`config.mk`:
```
export PLATFORM = sky130hd
export DESIGN_NAME = throw_top
export DESIGN_NICKNAME = d
export VERILOG_FILES = /design/src/logic/throw_pkg.sv /design/src/logic/throw_if.sv /design/src/logic/hit_collector.sv /design/src/logic/throw_apb_regs.sv /design/src/logic/throw_top.sv /design/src/logic/throw_trajectory.sv
export VERILOG_INCLUDE_DIRS = /design/src /design/src/logic
export SDC_FILE = /design/constraint.sdc
export NUM_CORES = 1
export LEC_CHECK = 0
export ABC_CLOCK_PERIOD_IN_PS = 16000
export BUFFER_PORTS_ARGS = -buffer_cell sky130_fd_sc_hd__buf_2
export CAP_MARGIN = 20
export CORE_MARGIN = 5
export CORE_UTILIZATION = 50
export CTS_CLUSTER_DIAMETER = 100
export DETAILED_ROUTE_END_ITERATION = 8
export PLACE_DENSITY = 0.74
export SLEW_MARGIN = 20
export SYNTH_ARGS = -nofsm -noshare
export SYNTH_HDL_FRONTEND = slang
export SYNTH_SLANG_ARGS = --single-unit
```
`constraint.sdc`:
```
create_clock -name clk -period 16 [get_ports clk]
set_input_delay 3.2 -clock clk [delete_from_list [all_inputs] [get_ports clk]]
set_output_delay 3.2 -clock clk [all_outputs]
set_load 0.03 [all_outputs]
```
`src/logic/throw_consts.svh`:
```
`ifndef THROW_CONSTS_SVH
`define THROW_CONSTS_SVH

// number of trajectory lanes flying in parallel.
`define THROW_LANES 4
// clock cycles per physics tick.
`define THROW_TICK_DIV 8

// launch point and initial upward speed, in world units.
`define THROW_START_X 140
`define THROW_START_Y 350
`define THROW_INIT_VY 27
`define THROW_GRAVITY 1
`define THROW_FLOOR_Y 0

// the wall box reaches from the floor up to WALL_TOP.
`define THROW_WALL_XL 490
`define THROW_WALL_XR 534
`define THROW_WALL_TOP 241

`define THROW_TGT_XL 600
`define THROW_TGT_XR 760
`define THROW_TGT_YB 0
`define THROW_TGT_YT 100

// horizontal step is force * FORCE_MUL / FORCE_DIV.
`define THROW_FORCE_MUL 18
`define THROW_FORCE_DIV 100

`define ADDR_CTRL 8'h00
`define ADDR_WIND 8'h04
`define ADDR_FORCE 8'h10
`define ADDR_STATUS 8'h20
`define ADDR_HITS 8'h30

`endif

```
`src/logic/throw_pkg.sv`:
```
package throw_pkg;

    // world position, positive y points up.
    typedef logic signed [11:0] coord_t;

    // speed per physics tick, also used for the wind.
    typedef logic signed [7:0] vel_t;

    typedef logic [9:0] force_t;

    typedef enum logic [1:0] {
        IDLE,
        FLY,
        DONE
    } lane_state_t;

    // what the collector keeps for one lane.
    typedef struct packed {
        coord_t      land_x;
        logic        blocked;
        logic [7:0]  hits;
    } lane_result_t;

endpackage

```
`src/logic/throw_if.sv`:
```
interface throw_cmd_if;
    import throw_pkg::*;

    logic   launch;
    force_t throw_force;
    vel_t   wind;
    logic   tick;

    modport feeder (output launch, output throw_force, output wind, output tick);
    modport lane (input launch, input throw_force, input wind, input tick);
endinterface

interface throw_result_if;
    import throw_pkg::*;

    logic   done;
    coord_t land_x;
    logic   blocked;
    logic   hit;

    modport lane (output done, output land_x, output blocked, output hit);
    modport collector (input done, input land_x, input blocked, input hit);
endinterface

```
`src/logic/hit_collector.sv`:
```
`include "throw_consts.svh"

module hit_collector (
    input  logic                       clk,
    input  logic                       rst,
    input  logic                       clear_hits,
    throw_result_if.collector          res [`THROW_LANES],
    output throw_pkg::lane_result_t    results [`THROW_LANES],
    output logic [`THROW_LANES-1:0]    hit
);
    import throw_pkg::*;

    for (genvar i = 0; i < `THROW_LANES; i++) begin : g_lane
        lane_result_t result_q;

        always_ff @(posedge clk or posedge rst) begin
            if (rst) begin
                result_q <= '0;
            end else begin
                if (res[i].done) begin
                    result_q.land_x  <= res[i].land_x;
                    result_q.blocked <= res[i].blocked;
                end
                // the count sticks at 255 instead of wrapping.
                if (clear_hits) begin
                    result_q.hits <= '0;
                end else if (res[i].hit && !(&result_q.hits)) begin
                    result_q.hits <= result_q.hits + 8'd1;
                end
            end
        end

        assign results[i] = result_q;
        assign hit[i]     = res[i].hit;
    end

endmodule

```
`src/logic/throw_apb_regs.sv`:
```
`include "throw_consts.svh"

module throw_apb_regs (
    input  logic                       clk,
    input  logic                       rst,
    input  logic                       psel,
    input  logic                       penable,
    input  logic                       pwrite,
    input  logic [7:0]                 paddr,
    input  logic [31:0]                pwdata,
    input  throw_pkg::lane_result_t    results [`THROW_LANES],
    input  logic [`THROW_LANES-1:0]    busy,
    output logic [31:0]                prdata,
    output logic                       pready,
    output logic                       pslverr,
    output logic                       clear_hits,
    throw_cmd_if.feeder                cmd [`THROW_LANES]
);
    import throw_pkg::*;

    localparam int LW = $clog2(`THROW_LANES);
    localparam int TW = $clog2(`THROW_TICK_DIV);

    force_t                  force_q [`THROW_LANES];
    vel_t                    wind_q;
    logic [`THROW_LANES-1:0] launch_q;
    logic [TW-1:0]           tick_cnt;
    logic                    tick_q;
    logic [LW-1:0]           lane_sel;
    logic                    is_force;
    logic                    is_status;
    logic                    mapped;
    logic                    wr_en;

    assign lane_sel  = paddr[LW+1:2];
    assign is_force  = (paddr[1:0] == 2'b00) && (paddr >= `ADDR_FORCE) &&
                       (int'(paddr) < int'(`ADDR_FORCE) + 4 * `THROW_LANES);
    assign is_status = (paddr[1:0] == 2'b00) && (paddr >= `ADDR_STATUS) &&
                       (int'(paddr) < int'(`ADDR_STATUS) + 4 * `THROW_LANES);
    assign mapped    = (paddr == `ADDR_CTRL) || (paddr == `ADDR_WIND) || is_force ||
                       is_status || (paddr == `ADDR_HITS);

    assign wr_en   = psel && penable && pwrite;
    assign pready  = 1'b1;
    assign pslverr = psel && penable && !mapped;

    always_ff @(posedge clk or posedge rst) begin
        if (rst) begin
            wind_q     <= '0;
            launch_q   <= '0;
            clear_hits <= 1'b0;
            for (int i = 0; i < `THROW_LANES; i++) begin
                force_q[i] <= '0;
            end
        end else begin
            launch_q   <= '0;
            clear_hits <= 1'b0;
            if (wr_en) begin
                if (paddr == `ADDR_CTRL) begin
                    launch_q <= pwdata[`THROW_LANES-1:0];
                end else if (paddr == `ADDR_WIND) begin
                    wind_q <= pwdata[7:0];
                end else if (is_force) begin
                    force_q[lane_sel] <= pwdata[9:0];
                end else if (paddr == `ADDR_HITS) begin
                    clear_hits <= 1'b1;
                end
            end
        end
    end

    // free-running tick shared by every lane.
    always_ff @(posedge clk or posedge rst) begin
        if (rst) begin
            tick_cnt <= '0;
            tick_q   <= 1'b0;
        end else if (tick_cnt == TW'(`THROW_TICK_DIV - 1)) begin
            tick_cnt <= '0;
            tick_q   <= 1'b1;
        end else begin
            tick_cnt <= tick_cnt + 1'b1;
            tick_q   <= 1'b0;
        end
    end

    // status layout is busy in bit 31, blocked in bit 16, land_x sign-extended below.
    always_comb begin
        prdata = '0;
        if (paddr == `ADDR_WIND) begin
            prdata = {{24{wind_q[7]}}, wind_q};
        end else if (is_force) begin
            prdata = {22'd0, force_q[lane_sel]};
        end else if (is_status) begin
            prdata = {busy[lane_sel], 14'd0, results[lane_sel].blocked,
                      {4{results[lane_sel].land_x[11]}}, results[lane_sel].land_x};
        end else if (paddr == `ADDR_HITS) begin
            for (int i = 0; i < `THROW_LANES; i++) begin
                prdata[8*i +: 8] = results[i].hits;
            end
        end
    end

    for (genvar i = 0; i < `THROW_LANES; i++) begin : g_cmd
        assign cmd[i].launch      = launch_q[i];
        assign cmd[i].throw_force = force_q[i];
        assign cmd[i].wind        = wind_q;
        assign cmd[i].tick        = tick_q;
    end

endmodule

```
`src/logic/throw_top.sv`:
```
`include "throw_consts.svh"

module throw_top (
    input  logic                    clk,
    input  logic                    rst,
    input  logic                    psel,
    input  logic                    penable,
    input  logic                    pwrite,
    input  logic [7:0]              paddr,
    input  logic [31:0]             pwdata,
    output logic [31:0]             prdata,
    output logic                    pready,
    output logic                    pslverr,
    output logic [`THROW_LANES-1:0] busy,
    output logic [`THROW_LANES-1:0] hit
);
    import throw_pkg::*;

    lane_result_t results [`THROW_LANES];
    logic         clear_hits;

    throw_cmd_if    cmd_if [`THROW_LANES] ();
    throw_result_if res_if [`THROW_LANES] ();

    throw_apb_regs u_regs (
        .clk        (clk),
        .rst        (rst),
        .psel       (psel),
        .penable    (penable),
        .pwrite     (pwrite),
        .paddr      (paddr),
        .pwdata     (pwdata),
        .results    (results),
        .busy       (busy),
        .prdata     (prdata),
        .pready     (pready),
        .pslverr    (pslverr),
        .clear_hits (clear_hits),
        .cmd        (cmd_if)
    );

    for (genvar i = 0; i < `THROW_LANES; i++) begin : g_lane
        throw_trajectory u_lane (
            .clk  (clk),
            .rst  (rst),
            .cmd  (cmd_if[i]),
            .res  (res_if[i]),
            .busy (busy[i])
        );
    end

    hit_collector u_collect (
        .clk        (clk),
        .rst        (rst),
        .clear_hits (clear_hits),
        .res        (res_if),
        .results    (results),
        .hit        (hit)
    );

endmodule

```
`src/logic/throw_trajectory.sv`:
```
`include "throw_consts.svh"

module throw_trajectory (
    input  logic         clk,
    input  logic         rst,
    throw_cmd_if.lane    cmd,
    throw_result_if.lane res,
    output logic         busy
);
    import throw_pkg::*;

    lane_state_t       state;
    force_t            force_q;
    vel_t              wind_q;
    coord_t            x_q;
    coord_t            y_q;
    vel_t              vy_q;
    coord_t            land_q;
    logic              blocked_q;
    logic              done_q;
    logic              hit_q;
    logic              in_tgt_q;
    logic [14:0]       prod;
    logic [7:0]        step_mag;
    logic signed [9:0] step;
    coord_t            nx;
    coord_t            ny;
    logic              in_wall;
    logic              in_tgt;
    logic              below;
    logic              launch_ok;
    logic              step_en;

    // a running flight cannot be restarted.
    assign launch_ok = cmd.launch && (state != FLY);
    assign step_en   = (state == FLY) && cmd.tick;

    always_comb begin
        prod     = 15'(force_q) * 15'(`THROW_FORCE_MUL);
        step_mag = 8'(prod / 15'(`THROW_FORCE_DIV));
        step     = $signed({2'b00, step_mag}) + 10'(wind_q);
        nx       = x_q + 12'(step);
        ny       = y_q + 12'(vy_q);
        in_wall  = (nx >= `THROW_WALL_XL) && (nx <= `THROW_WALL_XR) &&
                   (ny <= `THROW_WALL_TOP);
        below    = ny < `THROW_FLOOR_Y;
        in_tgt   = (nx >= `THROW_TGT_XL) && (nx <= `THROW_TGT_XR) &&
                   (ny >= `THROW_TGT_YB) && (ny <= `THROW_TGT_YT);
    end

    always_ff @(posedge clk or posedge rst) begin
        if (rst) begin
            state    <= IDLE;
            busy     <= 1'b0;
            done_q   <= 1'b0;
            hit_q    <= 1'b0;
            in_tgt_q <= 1'b0;
        end else begin
            done_q <= 1'b0;
            hit_q  <= 1'b0;
            if (launch_ok) begin
                state    <= FLY;
                busy     <= 1'b1;
                in_tgt_q <= 1'b0;
            end else begin
                // busy drops the cycle after done so the collector is already updated.
                if (done_q) begin
                    busy <= 1'b0;
                end
                if (step_en) begin
                    in_tgt_q <= in_tgt;
                    hit_q    <= in_tgt && !in_tgt_q;
                    if (in_wall || below) begin
                        state  <= DONE;
                        done_q <= 1'b1;
                    end
                end
            end
        end
    end

    always_ff @(posedge clk) begin
        if (launch_ok) begin
            force_q <= cmd.throw_force;
            wind_q  <= cmd.wind;
            x_q     <= coord_t'(`THROW_START_X);
            y_q     <= coord_t'(`THROW_START_Y);
            vy_q    <= vel_t'(`THROW_INIT_VY);
        end else if (step_en) begin
            if (in_wall) begin
                // the projectile stops at its last position in front of the wall.
                land_q    <= x_q;
                blocked_q <= 1'b1;
            end else if (below) begin
                land_q    <= nx;
                blocked_q <= 1'b0;
            end else begin
                x_q  <= nx;
                y_q  <= ny;
                vy_q <= vy_q - vel_t'(`THROW_GRAVITY);
            end
        end
    end

    assign res.done    = done_q;
    assign res.land_x  = land_q;
    assign res.blocked = blocked_q;
    assign res.hit     = hit_q;

endmodule

```
==> flow_summary.yaml, run 1 <==
synth:
  synthTopCellsByArea: "dfrtp_1 14%, edfxtp_1 13%, dfxtp_1 8.6%"
  ys.flop_type: "dfrtp_1"
  synthArstFlopShare_pct: 39.6
  synth_xor_area_share_pct: 5.61
  postSynthNetCount: 3412
  seq_area_frac_synth_pct: 35.1
  synthCells: 3161
  yosys.area_share.adder_pct: 10.0
  synth_compound_area_share_pct: 20.5
  synth-simple-area-share_pct: 14.3
  synth_top_area_share_pct: 13.9
  netlist_area_um2: 29600
  ys_types: 128
  yosysWarnings: 0
  synth_edf_count: 124
  synthMuxAreaShare_pct: 9.56
  synth_top_area_cell: "dfrtp_1"
  yosysMostFrequentCell: "nand2_1"
  synth_area_per_cell_um2: 9.38
  synth-seq-cells: 417
  synth_top_family_by_area: "compound AO/OA/AOI/OAI gates"
  synth_common_cells: "254 x nand2_1, 242 x inv_1, 238 x nor2_1, 183 x a21oi_1, 165 x dfrtp_1"
sta:
  clock_skew_ps: 13.1
  rsz0062_at_grt: "false"
  min_period_ps: 12990
  fin_crit_sh_pct: 81.2
  hold_violations: 0
  slew_headroom_pct: 29.4
  worst_slew_pin_slew_ps: 1060
  setup_violations: 0
  max_freq_mhz: 77.0
  finalSetupTns_ps: 0
  drv_slew: 0
critical_path:
  worstSetupPathDepth: 44
  critical_path.top_delay_family: "compound AO/OA/AOI/OAI gates"
  worstReg2RegStart: "g_lane[2].u_lane.force_q[9]$_DFFE_PP_"
  cpMostUsedCell: "a21oi_1"
  slowest_delay_ps: 800
  crit_path_max_fanout: 23
  arrival_ps: 13420
  crit_end: "g_lane[2].u_lane.vy_q[7]$_SDFFE_PP0P_"
  regToRegSetupSlack_ps: 3010
  setup.worst_path.start: "g_lane[2].u_lane.force_q[9]$_DFFE_PP_"
  cp.buffers_inverters: 3
  critPathLaunchType: "flop"
  crit_type: "reg2reg"
  crit_slowest_cell: "edfxtp_1"
  required_ps: 16430
  worst_setup_path_end_kind: "flop"
  rr_endpoint: "g_lane[2].u_lane.vy_q[7]$_SDFFE_PP0P_"
  rr_worst_depth: 44
die:
  fp-row-count: 89
  start_util_pct: 50.3
  dieWidth_um: 253
  die_area_um2: 64200
  die_h_um: 253
  coreArea_um2: 58900
  io_pins: 87
routing:
  dr_wl_met2_mm: 32.2
  drt_wl_total_mm: 71.4
  routed.top_layer: "met5"
  routed-via-count: 24000
  drc: 0
  drt-pass1-iter-count: 5
  wl_per_cell_um: 17.9
  drt-initial-drc-count: 1886
  antenna_left: 0
  via_per_inst: 6.02
  wl_met1_mm: 32.7
  wl_met3_mm: 4.67
pwr:
  max-vdd-ir-drop_mv: 0.111
  powerDensity_nw_per_um2: 70.5
  p_leak_nw: 14.3
  total_power_mw: 2.26
grt:
  antenna_found_initial: 4
  overflow: 0
  grt_max_degree: 89
  grt_use_total_pct: 21.7
  grt_pass1_vias: 22800
  grt_first_pass_wirelength_mm: 117
clock_tree:
  cts_max_level: 2
  clock_path_buffers: 3
  hold_buffers: 0
  clkSlewWorstSetupHoldPaths_ps: 70
  insertion_delay_ps: 550
  clkSinkCount: 417
  cts_resized: 0
  numCtsBuffers: 42
  post_cts_buffers: 0
  root_buffer: "clkbuf_16"
  cts_tree: "yes"
finish:
  area_delta_synth_final_pct: 8.38
  drive_gt1_share_pct: 12.5
  nets: 3431
placed_design:
  place_congestion: 0.880
  place_hpwl_mm: 53.0
  io_buffers: 63
min_path:
  holdCritPathClass: "reg2reg"
  hold_depth: 1
  hold_start: "u_regs.tick_cnt[0]$_DFF_PP0_"
flow_run:
  drv_cap: 0
run_status:
  status: "complete, no violations"
-- worst register-to-register path, delay by kind of cell, from the launching register on --
kind / cells / cell delay (ps)
AO/OA/AOI/OAI: 20 / 5760
XOR/XNOR: 4 / 860
flip-flops: 1 / 800
AND/OR/NAND/NOR: 12 / 2830
buffers and inverters: 3 / 860
adder cells (fa/ha/maj): 5 / 1780
-- final cells by class --
class                      instances  area (um^2)
inverter                         246          928
sequential                       417        10400
timing repair buffer              90          536
clock inverter                    24          328
multi-input combinational       2383        17800
tap                              773          967
fill                            5089        26800
antenna                            4         10.0
clock buffer                      53         1110
-- cell usage in the layout (no fill, tap or decap), types with 85 or more instances in the layout --
cell type / netlist / final
dfxtp_1: 128 / 128
mux2_2: 126 / 126
ha_1: 162 / 162
o21ai_0: 123 / 123
nand2_1: 254 / 254
mux2i_1: 85 / 85
xnor2_1: 131 / 131
edfxtp_1: 124 / 124
dfrtp_1: 165 / 165
nor2_1: 238 / 237
a21oi_1: 183 / 183
inv_1: 242 / 241
-- layer usage --
layer,vias up,GRT usage (%)
met3,123,3.00
li1,11600,-
met4,2,5.49
met5,-,0
met2,756,34.8
met1,11500,31.2
-- worst min path at each step --
stage                                                    end
after detailed placement  g_lane[1].u_lane.res.hit$_DFF_PP0_
after global routing      g_lane[3].u_lane.res.hit$_DFF_PP0_
after CTS                       u_regs.tick_cnt[0]$_DFF_PP0_
after global placement    g_lane[1].u_lane.res.hit$_DFF_PP0_
after floorplan           g_lane[1].u_lane.res.hit$_DFF_PP0_
final                           u_regs.tick_cnt[0]$_DFF_PP0_
-- per-stage QoR --
stage / setup WS, ps / cell area, um^2 / utilization [%] / std cells / hold slack (ps)
final: 3010 / 32100 / 54.5 / 3990 / 435
after global routing: 2030 / 32100 / 54.5 / 3986 / 460
after floorplan: 4730 / 29600 / - / 3161 / 402
after detailed placement: 3200 / 30600 / 52.0 / 3908 / 421
after CTS: 3140 / 32100 / 54.5 / 3985 / 439
after global placement: 3330 / 30600 / 52.0 / 3907 / 420
-- kinds of logic after synthesis --
| logic type | Yosys count |
|---|---|
| adder cells (fa/ha/maj) | 213 |
| buffers and inverters | 361 |
| AO/OA/AOI/OAI | 860 |
| multiplexers | 236 |
| XOR/XNOR | 189 |
| flip-flops | 417 |
| other | 1 |
| AND/OR/NAND/NOR | 884 |
-- sequential cells by signal, indices dropped and copies added, names as in the netlist, 8 cells and up --
register,cells
u_collect.results,84
g_lane.u_lane.res.land_x,48
g_lane.u_lane.x_q,48
g_lane.u_lane.y_q,48
g_lane.u_lane.force_q,40
u_regs.cmd.throw_force,40
g_lane.u_lane.vy_q,32
g_lane.u_lane.wind_q,32
g_lane.u_lane.state,8
u_regs.cmd.wind,8
-- report_power, final --
part           leakage, nW  switching (mW)  internal [mW]  total [mW]
registers             4.37         0.00704           1.10        1.11
logic                 9.21          0.0717         0.0446       0.116
clock network        0.682           0.430          0.613        1.04
total                 14.3           0.508           1.76        2.26
Note: power is estimated with default switching activity, not from simulation.
==> run 2, diff against run 1 <==
--- a/config.mk
+++ b/config.mk
@@ -6,7 +6,7 @@
 export SDC_FILE = /design/constraint.sdc
 export NUM_CORES = 1
 export LEC_CHECK = 0
-export ABC_CLOCK_PERIOD_IN_PS = 16000
+export ABC_CLOCK_PERIOD_IN_PS = 12550
 export BUFFER_PORTS_ARGS = -buffer_cell sky130_fd_sc_hd__buf_2
 export CAP_MARGIN = 20
 export CORE_MARGIN = 5
==> constraint.sdc (replaced) <==
create_clock -name clk -period 12.55 [get_ports clk]
set_input_delay 2.51 -clock clk [delete_from_list [all_inputs] [get_ports clk]]
set_output_delay 2.51 -clock clk [all_outputs]
set_load 0.03 [all_outputs]
==> run 2 against run 1 <==
  * Register-to-register slack got worse by 2400 ps
  * Critical path depth unchanged
  * Sequential power increased by 27%
  * Global-route usage about the same
  * Final cell count increased by 0.23%
  * First-iteration DRC count increased by 2.8%
  * Fmax increased by 8.9%
  * Routed wire length increased by 0.78%
  * Non-clock buffer count increased by 9
  * Power increased by 27%
  * Utilization increased by 0.14 points
  * Combinational power increased by 28%
  * Critical endpoint is now g_lane[1].u_lane.y_q[0]$_SDFFE_PP0P_
  * Largest power group unchanged
  * Highest routed layer unchanged
==> flow_summary.yaml, run 2 (synthesized netlist as in run 1, its figures left out) <==
run_status:
  status: "complete, no violations"
clock_tree:
  clkSlewWorstSetupHoldPaths_ps: 60
  cts_tree: "yes"
  numCtsBuffers: 43
  cts_max_level: 2
  clkSinkCount: 417
  clock_path_buffers: 3
  insertion_delay_ps: 560
  root_buffer: "clkbuf_16"
finish:
  multi_input_area_um2: 17800
  area_delta_synth_final_pct: 8.67
  final_cell_mix: "253 x nand2_1, 241 x inv_1, 237 x nor2_1"
  nets: 3441
  fillerInstances: 5013
  regArea_um2: 10400
  drive_gt1_share_pct: 13.0
  final_common_cell: "nand2_1"
  largest_register_ff_count: 84
sta:
  setup_violations: 0
  worst_slack_ps: 621
  drv_slew: 0
  worst_slew_pin_slew_ps: 1120
  fin_crit_sh_pct: 95.0
  slew_headroom_pct: 25.2
  min_period_ps: 11930
  whs_ps: 431
  max_freq_mhz: 83.8
  clock_skew_ps: 27.1
  finalSetupTns_ps: 0
  hold_violations: 0
  rsz0062_at_grt: "false"
grt:
  grt_first_pass_wirelength_mm: 117
  grt_pass1_vias: 22600
  grt_max_degree: 95
  overflow: 0
  grt_use_total_pct: 21.7
  antenna_found_initial: 3
placed_design:
  place_congestion: 0.896
  pre_cts_slack_ps: 795
  place_hpwl_mm: 53.4
  io_buffers: 63
pwr:
  powerDensity_nw_per_um2: 89.2
  p_leak_nw: 14.3
  max-vdd-ir-drop_mv: 0.0938
die:
  fp-row-count: 89
  dieWidth_um: 253
  die_h_um: 253
  die_area_um2: 64200
  start_util_pct: 50.3
  io_pins: 87
  coreArea_um2: 58900
critical_path:
  arrival_ps: 12350
  crit_type: "reg2reg"
  crit_slowest_cell: "a2111oi_0"
  crit_path_max_fanout: 13
  worst_setup_path_end_kind: "flop"
  critPathLaunchType: "flop"
  cpMostUsedCell: "a21oi_1"
  required_ps: 12970
  slowest_delay_ps: 710
routing:
  drc: 0
  drt-initial-drc-count: 1938
  via_per_inst: 6.05
  routed-via-count: 24200
  antenna_left: 0
  drt-pass1-iter-count: 5
  wl_per_cell_um: 18.0
  drt_wl_total_mm: 71.9
min_path:
  holdCritPathClass: "reg2reg"
flow_run:
  drv_cap: 0
[run 2: cell count changes in the layout (fill, tap and decap cells not counted), moves of 3 or more]
cell        before  now
buf_4           25   35
clkbuf_8         0    5
clkinvlp_4       6    2
diode_2          4    1
[run 2: layer usage]
layer / vias up / track usage, % / part of all wire (%)
met2: 719 / 34.8 / 45
met1: 11700 / 30.7 / 45
met3: 124 / 3.38 / 6.5
li1: 11700 / - / -
met4: 4 / 6.43 / 2.9
met5: - / 0 / 0.019
[run 2: where the power goes]
part,total [mW],internal [mW],switching [mW]
Sequential,1.41,1.40,0.00918
Combinational,0.148,0.0562,0.0919
Clock,1.32,0.772,0.544
Total,2.87,2.23,0.645
[run 2: final timing paths]
check                                                 startpoint                                       end  cells after the start  slack [ps]
hold / removal                      u_regs.tick_cnt[0]$_DFF_PP0_              u_regs.tick_cnt[0]$_DFF_PP0_                      1         430
max in group asynchronous                                    rst  u_regs.cmd[0].throw_force[6]$_DFFE_PP0P_                      3        8960
setup / recovery           g_lane[1].u_lane.force_q[1]$_DFFE_PP_      g_lane[1].u_lane.y_q[0]$_SDFFE_PP0P_                     44         620
min in group asynchronous                                    rst         u_collect.results[25]$_DFFE_PP0P_                      2        2120
setup reg to reg           g_lane[1].u_lane.force_q[1]$_DFFE_PP_      g_lane[1].u_lane.y_q[0]$_SDFFE_PP0P_                     44         620
hold reg to reg                     u_regs.tick_cnt[0]$_DFF_PP0_              u_regs.tick_cnt[0]$_DFF_PP0_                      1         430
[run 2: per-stage QoR]
step	std cells	cell area [um^2]	utilization, %	total power, mW
CTS	3998	32200	54.6	2.90
finish	3999	32200	54.7	2.87
detailed placement	3918	30700	52.2	1.58
floorplan	3161	29600	-	1.54
global placement	3918	30700	52.2	1.58
global route	3998	32200	54.7	2.97
[run 2: cell type report]
type / instances / share of cell area (%)
Antenna cell: 1 / 0.00777
Clock buffer: 58 / 3.67
Clock inverter: 22 / 0.824
Inverter: 246 / 2.88
Multi-Input combinational cell: 2383 / 55.4
Sequential cell: 417 / 32.3
Tap cell: 773 / 3.00
Timing Repair Buffer: 99 / 1.86
[run 2: worst max-delay path: cells and delay by family, from the launching register on]
family,cells,cell delay (ps)
flops,1,450
simple gates,9,2080
buf+inv,4,620
compound gates,23,6240
xor+xnor,1,230
fa+ha+maj,6,1970
mux,1,190
[run 2: what timing repair did]
action | 4_1_cts | 5_1_grt
buffers inserted | 0 | 0
hold buffers | 0 | 0
endpoints found under the setup margin | 0 | 45
endpoints found under the hold margin | 0 | 0
resized for setup | 0 | 6
